--- config.mk ---
export PLATFORM = sky130hd
export DESIGN_NAME = rv_execute
export DESIGN_NICKNAME = d
export VERILOG_FILES = /design/src/hdl/rv_cfg_pkg.sv /design/src/hdl/rv_isa_pkg.sv /design/src/hdl/rv_execute.sv
export SDC_FILE = /design/constraint.sdc
export NUM_CORES = 1
export LEC_CHECK = 0
export BUFFER_PORTS_ARGS = -buffer_cell sky130_fd_sc_hd__buf_4
export CORE_MARGIN = 4
export CORE_UTILIZATION = 40
export DETAILED_ROUTE_END_ITERATION = 16
export SLEW_MARGIN = 15
export SYNTH_ARGS = -nofsm -noshare
export SYNTH_HDL_FRONTEND = slang
export SYNTH_SLANG_ARGS = --single-unit
--- constraint.sdc ---
create_clock -name vclk -period 15.28
set_input_delay 3.056 -clock vclk [all_inputs]
set_output_delay 3.056 -clock vclk [all_outputs]
set_load 0.1 [all_outputs]
--- src/hdl/rv_cfg_pkg.sv ---
package rv_cfg_pkg;

    // datapath width of the integer core
    localparam int unsigned xlen_w = 64;

    // instruction word as fetched
    localparam int unsigned instr_w = 32;

    // register file geometry
    localparam int unsigned reg_addr_w = 5;
    localparam int unsigned reg_num    = 32;

endpackage
--- src/hdl/rv_isa_pkg.sv ---
package rv_isa_pkg;
    import rv_cfg_pkg::*;

    localparam logic [6:0] op_imm    = 7'b0010011;
    localparam logic [6:0] op_reg    = 7'b0110011;
    localparam logic [6:0] op_lui    = 7'b0110111;
    localparam logic [6:0] op_jal    = 7'b1101111;
    localparam logic [6:0] op_branch = 7'b1100011;
    localparam logic [6:0] op_system = 7'b1110011;

    localparam logic [2:0] f3_add_sub = 3'b000; // also addi
    localparam logic [2:0] f3_slt     = 3'b010;
    localparam logic [2:0] f3_xor     = 3'b100;
    localparam logic [2:0] f3_or      = 3'b110;
    localparam logic [2:0] f3_and     = 3'b111;
    localparam logic [2:0] f3_beq     = 3'b000;
    localparam logic [2:0] f3_bne     = 3'b001;

    localparam logic [6:0] f7_base = 7'b0000000;
    localparam logic [6:0] f7_sub  = 7'b0100000;

    localparam logic [instr_w-1:0] instr_ebreak = 32'h0010_0073; // only legal system encoding

    typedef enum logic [2:0] {
        alu_add,
        alu_sub,
        alu_and,
        alu_or,
        alu_xor,
        alu_slt,
        alu_pass_b
    } alu_op_e;

    typedef enum logic {
        src_b_reg,
        src_b_imm
    } src_b_e;

    typedef struct packed {
        logic [xlen_w-1:0]     pc;
        logic [reg_addr_w-1:0] rs1_addr;
        logic [reg_addr_w-1:0] rs2_addr;
        logic [xlen_w-1:0]     rs1_data;
        logic [xlen_w-1:0]     rs2_data;
        logic [xlen_w-1:0]     imm;
        alu_op_e               alu_op;
        src_b_e                src_b;
        logic [reg_addr_w-1:0] rd;
        logic                  reg_wen;
        logic                  branch;
        logic                  branch_ne; // bne when set, beq otherwise
        logic                  jump;
        logic                  ebreak;
        logic                  illegal;
    } id_ex_t;

    typedef struct packed {
        logic [xlen_w-1:0]     result;
        logic [reg_addr_w-1:0] rd;
        logic                  reg_wen;
        logic                  redirect;
        logic [xlen_w-1:0]     redirect_pc;
        logic                  ebreak;
        logic                  illegal;
    } ex_wb_t;

endpackage

--- src/hdl/rv_execute.sv ---
module rv_execute
    import rv_cfg_pkg::*;
    import rv_isa_pkg::*;
(
    input  logic   valid_i,
    input  id_ex_t id_ex_i,
    input  logic   fwd_valid_i,
    input  ex_wb_t fwd_i,
    output logic   valid_o,
    output ex_wb_t ex_wb_o
);

    logic [xlen_w-1:0] op_a;
    logic [xlen_w-1:0] rs2_val;
    logic [xlen_w-1:0] op_b;
    logic [xlen_w-1:0] alu_res;
    logic              taken;

    // result of the instruction one ahead, not yet in the register file
    function automatic logic [xlen_w-1:0] fwd_sel(input logic [reg_addr_w-1:0] addr,
                                                  input logic [xlen_w-1:0]     data);
        logic hit;
        hit = fwd_valid_i && fwd_i.reg_wen && (addr != '0) && (fwd_i.rd == addr);
        return hit ? fwd_i.result : data;
    endfunction

    assign op_a    = fwd_sel(id_ex_i.rs1_addr, id_ex_i.rs1_data);
    assign rs2_val = fwd_sel(id_ex_i.rs2_addr, id_ex_i.rs2_data);
    assign op_b    = (id_ex_i.src_b == src_b_imm) ? id_ex_i.imm : rs2_val;

    always_comb begin
        case (id_ex_i.alu_op)
            alu_add:    alu_res = op_a + op_b;
            alu_sub:    alu_res = op_a - op_b;
            alu_and:    alu_res = op_a & op_b;
            alu_or:     alu_res = op_a | op_b;
            alu_xor:    alu_res = op_a ^ op_b;
            alu_slt:    alu_res = {{(xlen_w-1){1'b0}}, $signed(op_a) < $signed(op_b)};
            alu_pass_b: alu_res = op_b;
            default:    alu_res = '0;
        endcase
    end

    // beq takes on equal, bne on unequal
    assign taken = id_ex_i.branch && ((op_a == rs2_val) != id_ex_i.branch_ne);

    always_comb begin
        ex_wb_o.result      = alu_res;
        ex_wb_o.rd          = id_ex_i.rd;
        ex_wb_o.reg_wen     = id_ex_i.reg_wen;
        ex_wb_o.redirect    = taken || id_ex_i.jump;
        ex_wb_o.redirect_pc = id_ex_i.pc + id_ex_i.imm; // same target for branch and jal
        ex_wb_o.ebreak      = id_ex_i.ebreak;
        ex_wb_o.illegal     = id_ex_i.illegal;
    end

    assign valid_o = valid_i;

endmodule

==> metrics.txt <==
# TYPE chip_impl_metric gauge
chip_impl_info{name="status",value="completed"} 1
chip_impl_info{name="worstSetupEndpointType",value="output port"} 1
chip_impl_metric{name="number_of_sequential_cells",unit=""} 0
chip_impl_metric{name="design.core.area",unit="um^2"} 45480
chip_impl_info{name="holdCritStartpoint",value="valid_i"} 1
chip_impl_metric{name="drtIter0Drc",unit=""} 2407
chip_impl_metric{name="buffer_ports.inserted",unit=""} 473
chip_impl_metric{name="path_buf_inv",unit=""} 4
chip_impl_metric{name="drc_violation_count_after_routing",unit=""} 0
chip_impl_metric{name="maxCapViolations",unit=""} 0
chip_impl_info{name="worstSetupStartpoint",value="id_ex_i[207]"} 1
chip_impl_metric{name="drt-vias-per-instance",unit=""} 6.292
chip_impl_metric{name="start_util",unit=""} 0.4061
chip_impl_metric{name="required",unit="ns"} 12.22
chip_impl_metric{name="number_of_nets_in_the_synthesized_netlist",unit=""} 3436
chip_impl_metric{name="combPwrFrac",unit=""} 1.000
chip_impl_metric{name="hpwl",unit="mm"} 83.26
chip_impl_info{name="path_class",value="in -> out"} 1
chip_impl_info{name="cpMostUsedCell",value="sky130_fd_sc_hd__buf_4"} 1
chip_impl_metric{name="nClkBuffers",unit=""} 0
chip_impl_metric{name="worst_path_largest_cell_delay",unit="ns"} 0.65
chip_impl_info{name="timing.critical_path.cells",value="buf_4 > o41ai_1 > a211o_2 > buf_4 > mux2_2 > mux2i_1 > inv_1 > ha_1 > nand4_1 > or3_1 > nor3_1 > nor2_1 > o31a_1 > o41ai_1 > mux2_2 > a221oi_1 > o211ai_1 > buf_4"} 1
chip_impl_metric{name="cts_setup_buffers",unit=""} 0
chip_impl_info{name="most_frequently_used_cell_type_in_the_post_synthesis_netlist",value="sky130_fd_sc_hd__a21oi_1"} 1
chip_impl_metric{name="die_height",unit="um"} 222.9
chip_impl_metric{name="num_io_pins",unit=""} 558
chip_impl_metric{name="finalHoldViolations",unit=""} 0
chip_impl_metric{name="yosysWarnings",unit=""} 0
chip_impl_metric{name="totalWireLength",unit="mm"} 99.55
chip_impl_metric{name="detailed_place.area",unit="um^2"} 22340
chip_impl_metric{name="crit_path_max_fanout",unit=""} 36
chip_impl_metric{name="final_layout_size_suffix_gt1_frac",unit=""} 0.2035
chip_impl_metric{name="gpl.final_weighted_congestion",unit=""} 0.9991
chip_impl_metric{name="synth-seq-area-share",unit=""} 0
chip_impl_metric{name="power-per-cell-area",unit="nW/um^2"} 70.82
chip_impl_info{name="critical_path.top_delay_family",value="compound AO/OA/AOI/OAI gates"} 1
chip_impl_metric{name="grt_first_pass_wirelength",unit="mm"} 141.9
chip_impl_metric{name="routed-via-count",unit=""} 23140
chip_impl_info{name="min-delay-path-class",value="in -> out"} 1
chip_impl_metric{name="synth_cell_type_count",unit=""} 93
chip_impl_metric{name="wire_per_inst",unit="um"} 27.07
chip_impl_metric{name="grt_pass1_vias",unit=""} 21850
chip_impl_metric{name="final_nets",unit=""} 3767
chip_impl_metric{name="worst-endpoint-arrival",unit="ns"} 9.77
chip_impl_metric{name="antenna_left",unit=""} 0
chip_impl_metric{name="track_usage",unit=""} 0.3679
chip_impl_metric{name="part_of_the_power_in_the_clock_network",unit=""} 0
chip_impl_metric{name="fmax",unit="MHz"} 77.99
chip_impl_metric{name="swShare",unit=""} 0.7195
chip_impl_metric{name="max-vdd-ir-drop",unit="V"} 0.0001165
chip_impl_metric{name="post_synthesis_mean_instance_area",unit="um^2"} 6.723
chip_impl_metric{name="layout.filler_cells",unit=""} 4757
chip_impl_metric{name="seq_power_share",unit=""} 0
chip_impl_metric{name="hold_buffers",unit=""} 0
chip_impl_info{name="crit_slowest_cell",value="sky130_fd_sc_hd__a211o_2"} 1
chip_impl_info{name="rsz0062_at_grt",value="no"} 1
chip_impl_metric{name="detail_route.first_pass.iterations",unit=""} 6
chip_impl_metric{name="cellLeakagePower",unit="nW"} 10.24
chip_impl_metric{name="timing.final.crit_period",unit="ns"} 12.82
chip_impl_metric{name="number_of_cells_upsized_or_downsized_after_cts",unit=""} 0
chip_impl_info{name="synth.largest_area_cell",value="sky130_fd_sc_hd__ha_1"} 1
chip_impl_metric{name="grt_start_max_net_pins",unit=""} 97
chip_impl_metric{name="post_synth_inst_count",unit=""} 2747
chip_impl_info{name="cp-start-kind",value="input port"} 1
chip_impl_metric{name="report.final.slew_viol_count",unit=""} 0
chip_impl_metric{name="rows",unit=""} 78
chip_impl_metric{name="post_synth_instance_area",unit="um^2"} 18470
chip_impl_metric{name="worst_slew_pin_slew",unit="ns"} 1.107
chip_impl_metric{name="gr-total-overflow",unit=""} 0
chip_impl_info{name="synth.top_cells.by_count",value="sky130_fd_sc_hd__a21oi_1 (287), sky130_fd_sc_hd__ha_1 (266), sky130_fd_sc_hd__inv_1 (224)"} 1
chip_impl_metric{name="post-route-period-util",unit=""} 0.8391
chip_impl_metric{name="die_area",unit="um^2"} 49670
chip_impl_metric{name="footprint_of_the_flip_flops_and_latches",unit="um^2"} 0
chip_impl_metric{name="power_report.internal_total",unit="mW"} 0.4438
chip_impl_metric{name="power_switching",unit="mW"} 1.138
chip_impl_metric{name="die_w",unit="um"} 222.9
chip_impl_metric{name="setup_violations",unit=""} 0
chip_impl_info{name="synth_top_cells_by_area",value="sky130_fd_sc_hd__ha_1 (18%), sky130_fd_sc_hd__a21oi_1 (7.8%), sky130_fd_sc_hd__mux2i_1 (7.3%)"} 1
chip_impl_metric{name="initial_antenna_violation_count",unit=""} 4
chip_impl_metric{name="synth_largest_type_area_fraction",unit=""} 0.1802
chip_impl_metric{name="area.growth.synth_to_final",unit="%"} 20.97
chip_impl_metric{name="final_design_instance_area_without_fill",unit="um^2"} 22340
chip_impl_metric{name="setup_tns",unit="ns"} 0
chip_impl_metric{name="relative_slew_slack",unit=""} 0.2596
-- power groups by stage --
stage / clock (mW) / sequential, mW / combinational (mW)
2_1_floorplan: 0 / 0 / 1.12
3_3_place_gp: 0 / 0 / 1.55
6_report: 0.0000000176 / 0 / 1.58
3_5_place_dp: 0 / 0 / 1.55
5_1_grt: 0.00000000883 / 0 / 1.65
4_1_cts: 0 / 0 / 1.56
-- layout make-up --
class	count	area, um^2	share of cell area
diodes	2	5.005	0.0002240
inverters	226	848.3	0.03797
multi-input cells	2341	16900	0.7564
well taps	600	750.7	0.03360
repair buffers	509	3837	0.1718
-- final timing paths --
kind            to  slack [ns]  cells past startpoint
max   ex_wb_o[124]        2.46                     18
min        valid_o        6.11                      0
-- metrics by stage --
| step | util | hold slack, ns | std cells | power, mW | setup WS, ns |
|---|---|---|---|---|---|
| 6_report | 0.4912 | 6.112 | 3678 | 1.582 | 2.458 |
| 5_1_grt | 0.4912 | 6.112 | 3677 | 1.654 | 2.284 |
| 4_1_cts | 0.4911 | 6.113 | 3676 | 1.558 | 2.698 |
| 3_5_place_dp | 0.4911 | 6.113 | 3676 | 1.551 | 2.714 |
| 3_3_place_gp | 0.4911 | 6.113 | 3676 | 1.546 | 2.784 |
| 2_1_floorplan | - | 6.324 | 2747 | 1.124 | 2.527 |
-- cell families after synthesis --
family	count (synthesis)	share of synthesized area
AO/OA/AOI/OAI	937	0.3325
XOR/XNOR	183	0.08679
adder cells (fa/ha/maj)	269	0.1835
AND/OR/NAND/NOR	739	0.1904
buffers and inverters	406	0.08543
multiplexers	213	0.1214
-- per-layer routing --
metal / GRT usage / part of all wire / up-vias
met5: 0 / 0.00034 / -
met2: 0.6342 / 0.47 / 1266
met1: 0.4633 / 0.40 / 10970
li1: - / - / 10700
met3: 0.03671 / 0.074 / 209
met4: 0.1678 / 0.058 / 4
-- cell usage in the layout, fill, tap and decap left out, types with 29 or more instances in the layout --
cell type and count:
sky130_fd_sc_hd__nor3_1 58, sky130_fd_sc_hd__nand4_1 59, sky130_fd_sc_hd__a21oi_1 287, sky130_fd_sc_hd__inv_1 224, sky130_fd_sc_hd__buf_4 507, sky130_fd_sc_hd__nand2_1 218, sky130_fd_sc_hd__o21a_1 41, sky130_fd_sc_hd__xor2_1 91
sky130_fd_sc_hd__a31oi_1 34, sky130_fd_sc_hd__o221ai_1 29, sky130_fd_sc_hd__nor4_1 38, sky130_fd_sc_hd__nor2_1 201, sky130_fd_sc_hd__xnor2_1 92, sky130_fd_sc_hd__mux2_2 78, sky130_fd_sc_hd__ha_1 266, sky130_fd_sc_hd__o21bai_1 51
sky130_fd_sc_hd__nand3_1 48, sky130_fd_sc_hd__o21ai_0 169, sky130_fd_sc_hd__mux2i_1 134, sky130_fd_sc_hd__a21o_1 52
Power figures use the tool's default switching activity.
