<file path="config.mk">
export PLATFORM = sky130hd
export DESIGN_NAME = rv_decoder_flat
export DESIGN_NICKNAME = d
export VERILOG_FILES = /design/src/hdl/rv_cfg_pkg.sv /design/src/hdl/rv_isa_pkg.sv /design/src/hdl/rf_rd_if.sv /design/src/hdl/rv_decoder.sv /design/src/flat_wrapper.sv
export SDC_FILE = /design/constraint.sdc
export NUM_CORES = 1
export LEC_CHECK = 0
export BUFFER_PORTS_ARGS = -buffer_cell sky130_fd_sc_hd__buf_4
export CAP_MARGIN = 20
export CORE_AREA = 2 2 202 204
export DETAILED_ROUTE_END_ITERATION = 12
export DIE_AREA = 0 0 204 206
export PLACE_DENSITY_LB_ADDON = 0.25
export SYNTH_ARGS = -nofsm -noshare
export SYNTH_HDL_FRONTEND = slang
export SYNTH_SLANG_ARGS = --single-unit
</file>
<file path="constraint.sdc">
create_clock -name vclk -period 6.4
set_clock_uncertainty 0.05 [all_clocks]
set_input_delay 0.32 -clock vclk [all_inputs]
set_output_delay 0.32 -clock vclk [all_outputs]
set_load 0.1 [all_outputs]
</file>
<file path="src/hdl/rv_cfg_pkg.sv">
package rv_cfg_pkg;

    // datapath width of the integer core
    localparam int unsigned xlen_w = 64;

    // instruction word as fetched
    localparam int unsigned instr_w = 32;

    // register file geometry
    localparam int unsigned reg_addr_w = 5;
    localparam int unsigned reg_num    = 32;

endpackage
</file>
<file path="src/hdl/rv_isa_pkg.sv">
package rv_isa_pkg;
    import rv_cfg_pkg::*;

    localparam logic [6:0] op_imm    = 7'b0010011;
    localparam logic [6:0] op_reg    = 7'b0110011;
    localparam logic [6:0] op_lui    = 7'b0110111;
    localparam logic [6:0] op_jal    = 7'b1101111;
    localparam logic [6:0] op_branch = 7'b1100011;
    localparam logic [6:0] op_system = 7'b1110011;

    localparam logic [2:0] f3_add_sub = 3'b000; // also addi
    localparam logic [2:0] f3_slt     = 3'b010;
    localparam logic [2:0] f3_xor     = 3'b100;
    localparam logic [2:0] f3_or      = 3'b110;
    localparam logic [2:0] f3_and     = 3'b111;
    localparam logic [2:0] f3_beq     = 3'b000;
    localparam logic [2:0] f3_bne     = 3'b001;

    localparam logic [6:0] f7_base = 7'b0000000;
    localparam logic [6:0] f7_sub  = 7'b0100000;

    localparam logic [instr_w-1:0] instr_ebreak = 32'h0010_0073; // only legal system encoding

    typedef enum logic [2:0] {
        alu_add,
        alu_sub,
        alu_and,
        alu_or,
        alu_xor,
        alu_slt,
        alu_pass_b
    } alu_op_e;

    typedef enum logic {
        src_b_reg,
        src_b_imm
    } src_b_e;

    typedef struct packed {
        logic [xlen_w-1:0]     pc;
        logic [reg_addr_w-1:0] rs1_addr;
        logic [reg_addr_w-1:0] rs2_addr;
        logic [xlen_w-1:0]     rs1_data;
        logic [xlen_w-1:0]     rs2_data;
        logic [xlen_w-1:0]     imm;
        alu_op_e               alu_op;
        src_b_e                src_b;
        logic [reg_addr_w-1:0] rd;
        logic                  reg_wen;
        logic                  branch;
        logic                  branch_ne; // bne when set, beq otherwise
        logic                  jump;
        logic                  ebreak;
        logic                  illegal;
    } id_ex_t;

    typedef struct packed {
        logic [xlen_w-1:0]     result;
        logic [reg_addr_w-1:0] rd;
        logic                  reg_wen;
        logic                  redirect;
        logic [xlen_w-1:0]     redirect_pc;
        logic                  ebreak;
        logic                  illegal;
    } ex_wb_t;

endpackage

</file>
<file path="src/hdl/rf_rd_if.sv">
interface rf_rd_if
    import rv_cfg_pkg::*;
();

    logic [reg_addr_w-1:0] rs1_addr;
    logic [reg_addr_w-1:0] rs2_addr;
    logic [xlen_w-1:0]     rs1_data;
    logic [xlen_w-1:0]     rs2_data;

    // decode side drives the addresses
    modport reader (
        output rs1_addr,
        output rs2_addr,
        input  rs1_data,
        input  rs2_data
    );

    // register file answers combinationally
    modport file (
        input  rs1_addr,
        input  rs2_addr,
        output rs1_data,
        output rs2_data
    );

endinterface

</file>
<file path="src/hdl/rv_decoder.sv">
module rv_decoder
    import rv_cfg_pkg::*;
    import rv_isa_pkg::*;
(
    input  logic [instr_w-1:0] instr_i,
    input  logic [xlen_w-1:0]  pc_i,
    input  logic               valid_i,
    rf_rd_if.reader            rd,
    output logic               valid_o,
    output id_ex_t             id_ex_o
);

    logic [6:0]            opcode;
    logic [2:0]            funct3;
    logic [6:0]            funct7;
    logic [reg_addr_w-1:0] rd_f;
    logic [xlen_w-1:0]     imm_i;
    logic [xlen_w-1:0]     imm_u;
    logic [xlen_w-1:0]     imm_j;
    logic [xlen_w-1:0]     imm_b;
    logic                  use_rs1;
    logic                  use_rs2;
    logic                  wen_raw;
    id_ex_t                ctrl;

    assign opcode = instr_i[6:0];
    assign rd_f   = instr_i[11:7];
    assign funct3 = instr_i[14:12];
    assign funct7 = instr_i[31:25];

    assign imm_i = {{(xlen_w-12){instr_i[31]}}, instr_i[31:20]};
    assign imm_u = {{(xlen_w-32){instr_i[31]}}, instr_i[31:12], 12'b0};
    assign imm_j = {{(xlen_w-20){instr_i[31]}}, instr_i[19:12], instr_i[20],
                    instr_i[30:21], 1'b0};
    assign imm_b = {{(xlen_w-12){instr_i[31]}}, instr_i[7], instr_i[30:25],
                    instr_i[11:8], 1'b0};

    always_comb begin
        ctrl        = '0;
        ctrl.pc     = pc_i;
        ctrl.alu_op = alu_add;
        ctrl.src_b  = src_b_reg;
        ctrl.rd     = rd_f;
        use_rs1     = 1'b0;
        use_rs2     = 1'b0;
        wen_raw     = 1'b0;
        case (opcode)
            op_imm: begin
                if (funct3 == f3_add_sub) begin // addi only
                    use_rs1    = 1'b1;
                    ctrl.imm   = imm_i;
                    ctrl.src_b = src_b_imm;
                    wen_raw    = 1'b1;
                end else begin
                    ctrl.illegal = 1'b1;
                end
            end
            op_reg: begin
                use_rs1 = 1'b1;
                use_rs2 = 1'b1;
                wen_raw = 1'b1;
                case ({funct7, funct3})
                    {f7_base, f3_add_sub}: ctrl.alu_op = alu_add;
                    {f7_sub, f3_add_sub}:  ctrl.alu_op = alu_sub;
                    {f7_base, f3_slt}:     ctrl.alu_op = alu_slt;
                    {f7_base, f3_xor}:     ctrl.alu_op = alu_xor;
                    {f7_base, f3_or}:      ctrl.alu_op = alu_or;
                    {f7_base, f3_and}:     ctrl.alu_op = alu_and;
                    default: begin
                        ctrl.illegal = 1'b1;
                        wen_raw      = 1'b0;
                    end
                endcase
            end
            op_lui: begin
                ctrl.imm    = imm_u;
                ctrl.src_b  = src_b_imm;
                ctrl.alu_op = alu_pass_b;
                wen_raw     = 1'b1;
            end
            op_jal: begin
                ctrl.imm  = imm_j; // target offset, link value built below
                ctrl.jump = 1'b1;
                wen_raw   = 1'b1;
            end
            op_branch: begin
                if (funct3 == f3_beq || funct3 == f3_bne) begin
                    use_rs1        = 1'b1;
                    use_rs2        = 1'b1;
                    ctrl.imm       = imm_b;
                    ctrl.branch    = 1'b1;
                    ctrl.branch_ne = (funct3 == f3_bne);
                end else begin
                    ctrl.illegal = 1'b1;
                end
            end
            op_system: begin
                ctrl.ebreak  = (instr_i == instr_ebreak);
                ctrl.illegal = (instr_i != instr_ebreak);
            end
            default: ctrl.illegal = 1'b1;
        endcase
        // unused source fields are zeroed so they never match a forward
        ctrl.rs1_addr = use_rs1 ? instr_i[19:15] : '0;
        ctrl.rs2_addr = use_rs2 ? instr_i[24:20] : '0;
        ctrl.reg_wen  = wen_raw && (rd_f != '0) && !ctrl.branch;
    end

    assign rd.rs1_addr = ctrl.rs1_addr;
    assign rd.rs2_addr = ctrl.rs2_addr;

    // jal links through the adder as pc + 4
    always_comb begin
        id_ex_o          = ctrl;
        id_ex_o.rs1_data = ctrl.jump ? pc_i : rd.rs1_data;
        id_ex_o.rs2_data = ctrl.jump ? xlen_w'(4) : rd.rs2_data;
    end

    assign valid_o = valid_i;

endmodule

</file>
<file path="src/flat_wrapper.sv">
// flat-port wrapper written by rule: the top's interface ports become plain ports
module rv_decoder_flat import rv_cfg_pkg::*; import rv_isa_pkg::*;
  (instr_i, pc_i, valid_i, valid_o, id_ex_o, rd_rs1_addr, rd_rs2_addr, rd_rs1_data, rd_rs2_data);
  rf_rd_if rd_i ();
  input  logic [instr_w-1:0] instr_i;
  input  logic [xlen_w-1:0] pc_i;
  input  logic valid_i;
  output logic valid_o;
  output id_ex_t id_ex_o;
  output wire logic [$bits(rd_i.rs1_addr)-1:0] rd_rs1_addr;
  output wire logic [$bits(rd_i.rs2_addr)-1:0] rd_rs2_addr;
  input wire logic [$bits(rd_i.rs1_data)-1:0] rd_rs1_data;
  input wire logic [$bits(rd_i.rs2_data)-1:0] rd_rs2_data;
  assign rd_rs1_addr = rd_i.rs1_addr;
  assign rd_rs2_addr = rd_i.rs2_addr;
  assign rd_i.rs1_data = rd_rs1_data;
  assign rd_i.rs2_data = rd_rs2_data;
  rv_decoder u_core (.instr_i(instr_i), .pc_i(pc_i), .valid_i(valid_i), .rd(rd_i), .valid_o(valid_o), .id_ex_o(id_ex_o));
endmodule
</file>
==> results by stage <==
Floorplanning:
- The number of placed I/O pins is 517.
- The vertical extent of the die is 206 µm.
- From left edge to right edge, the die measures 204 µm.
- The region available for standard cell placement spans 0.0402 mm².
- For this configuration, the core starts out at a cell density of 7.12%.
- The die covers 0.0420 mm².
- Row generation in the floorplan step produced 74 rows.

Pwr:
- The total design power is 0.827 mW.
- In this run the power density over the cells is 129 mW/mm².
- The static power due to leakage is 3.69 nW.
- Across the VDD grid, the largest voltage drop is 0.0000357 V.

Critical path:
- The type of destination of the critical path is an output port.
- For this run, the slowest stage of the critical path takes 760 ps.
- Walking the worst path, the cells encountered are buf_4 > or3b_1 > a21oi_1 > inv_1 > a21oi_2 > buf_8 > buf_4.
- Data arrives at the worst endpoint at 2690 ps.
- The slowest library cell on the worst path is sky130_fd_sc_hd__a21oi_1.
- The startpoint kind of the worst setup timing path is an input port.
- The data required time of the critical path is 6030 ps.
- In this design, the critical path's most frequently occurring cell is sky130_fd_sc_hd__buf_4.
- The gate family responsible for the most delay along the worst path is compound AO/OA/AOI/OAI gates.
- The worst setup path is of the in -> out kind.
- The number of buffer and inverter instances along the worst setup path is 4.
- Along the worst path, the maximum fanout reaches 29.

Global route:
- The number of global-route vias before repair is 4190.
- The aggregate global-route resource usage is 8.35%.
- The global route total overflow is 0.
- The first-pass GRT wire length is 26.7 mm.
- The maximum number of pins on one net before global-route repair is 70.
- The number of antenna violations at the first check in global routing came to 3.

Layout:
- The final instance count without filler cells is 1415.
- After layout, the clock buffer instance count stands at 0.
- Leaving out fill and tap cells, the most frequent cell in the layout is sky130_fd_sc_hd__buf_4.
- The area of all placed cells without fillers is 0.00642 mm².
- The area taken by flip-flops and latches is 0 µm².
- The final core utilization is 16.0%.
- The area growth from synthesis to layout is 124%.
- The number of flip-flops and latches is 0.
- The share of cells above drive strength 1 is 59.9%.
- The number of nets in the finished design is 1109.
- The library cells used most frequently in the layout, excluding fill and tap cells, are sky130_fd_sc_hd__buf_4 (518), sky130_fd_sc_hd__nand2_1 (197), sky130_fd_sc_hd__and2_1 (81).

Timing:
- Measured against its own limit, the worst slew margin works out to 37.3%.
- The achievable clock frequency is 0.326 GHz.
- The number of failing hold endpoints at the final stage is 0.
- Subtracting the final worst setup slack from the clock period gives 3060 ps.
- In the post-route analysis, the smallest setup slack over all paths is 3340 ps.
- The final number of max-transition violations is 0.
- The total negative setup slack is 0 ps.
- Setup violations remaining at the end of the flow were counted as 0.
- Setup repair after global routing left no endpoint under its margin.
- At the pin with the least slew margin, the transition time is 940 ps.
- After layout, the worst path uses 47.9% of the clock period.
- Final hold analysis gives a worst-case slack of 590 ps.

Status:
- The flow ran to the end, and the final reports show no timing, DRC or antenna violations.

Route:
- The post-detailed-route count of antenna-violating nets is 0.
- The wire length after detailed routing is 20.5 mm.
- The count of routing violations after the opening detailed-route iteration is 179.
- The number of design rule violations left after detail routing is 0.
- The routed length on met1 is 7.67 mm.
- The iteration count of the initial detailed-routing pass is 6.
- Across all layers, the routed design uses 4565 vias.
- The routed length on met2 is 10.9 mm.
- The highest routing layer actually used is met4.
- The per-cell routed wire length is 14.5 µm.
- The detailed-routed wire length on met3 is 1.46 mm.
- After detailed routing, the number of vias per cell comes to 3.23.

Clock tree:
- The number of gates resized after CTS is 0.
- Buffers inserted to repair hold after CTS numbered 0.
- The setup fix buffers added after clock tree synthesis is 0.

Placed design:
- The setup slack after placement is 3360 ps.
- The total half-perimeter wirelength after legalization and detailed placement is 18.1 mm.
- The placer congestion estimate is 0.799.
- The placed cell count is 1414.
- The number of port buffers is 515.
- The standard cell area after detailed placement is 0.00642 mm².

Synth:
- The mean post-synth cell area is 5.68 µm².
- The sequential-to-total area share from yosys stat is 0%.
- After technology mapping, the gate count stands at 504.
- The mapped netlist covers 0.00286 mm².
- The count of different cell masters after synthesis is 45.
- Synthesis produced a netlist with a net count of 729.
- For this run, the number of Yosys warnings is 0.

Worst hold path:
- The worst min-delay path category is in -> out.

Flow run:
- The max capacitance violation total is 0.
==> Yosys cell counts, types with 4 or more instances <==
master | count | area share [%]
sky130_fd_sc_hd__nor3_1 | 5 | 0.87
sky130_fd_sc_hd__nor2_1 | 6 | 0.79
sky130_fd_sc_hd__buf_4 | 112 | 29
sky130_fd_sc_hd__and2_1 | 81 | 18
sky130_fd_sc_hd__buf_2 | 14 | 2.4
sky130_fd_sc_hd__buf_6 | 7 | 2.8
sky130_fd_sc_hd__a21o_1 | 20 | 5.2
sky130_fd_sc_hd__clkbuf_1 | 8 | 1.0
sky130_fd_sc_hd__a22o_1 | 4 | 1.2
sky130_fd_sc_hd__nand2_1 | 197 | 26
==> power breakdown <==
group / switching, mW / total [mW] / internal, mW / leakage [nW]
sequential: 0 / 0 / 0 / 0
combinational: 0.627 / 0.827 / 0.200 / 3.69
clock: 0 / 0.0000000209 / 0.0000000209 / 0.00000634
==> layer usage <==
layer | up-vias | GRT usage [%]
li1 | 2230 | -
met1 | 2025 | 9.38
met2 | 292 | 16.8
met3 | 18 | 0.741
met4 | 0 | 1.79
met5 | - | 0
==> cell type report <==
class                      instances  area, µm²
timing repair buffer             519       3900
inverter                           4       15.0
tap                              532        666
antenna                            1       2.50
fill                            4651      33800
multi-input combinational        359       1830
==> worst paths after layout <==
kind | from | endpoint | slack [ps] | cells after the start
min | valid_i | valid_o | 590 | 0
max | instr_i[3] | id_ex_o[69] | 3340 | 7
==> logic make-up after synthesis <==
group,after synthesis,synth area share [%]
XOR/XNOR,1,0.306
AND/OR/NAND/NOR,316,52.4
buffers and inverters,145,36.1
AO/OA/AOI/OAI,41,10.8
multiplexers,1,0.350
(Power assumes the default switching activity.)
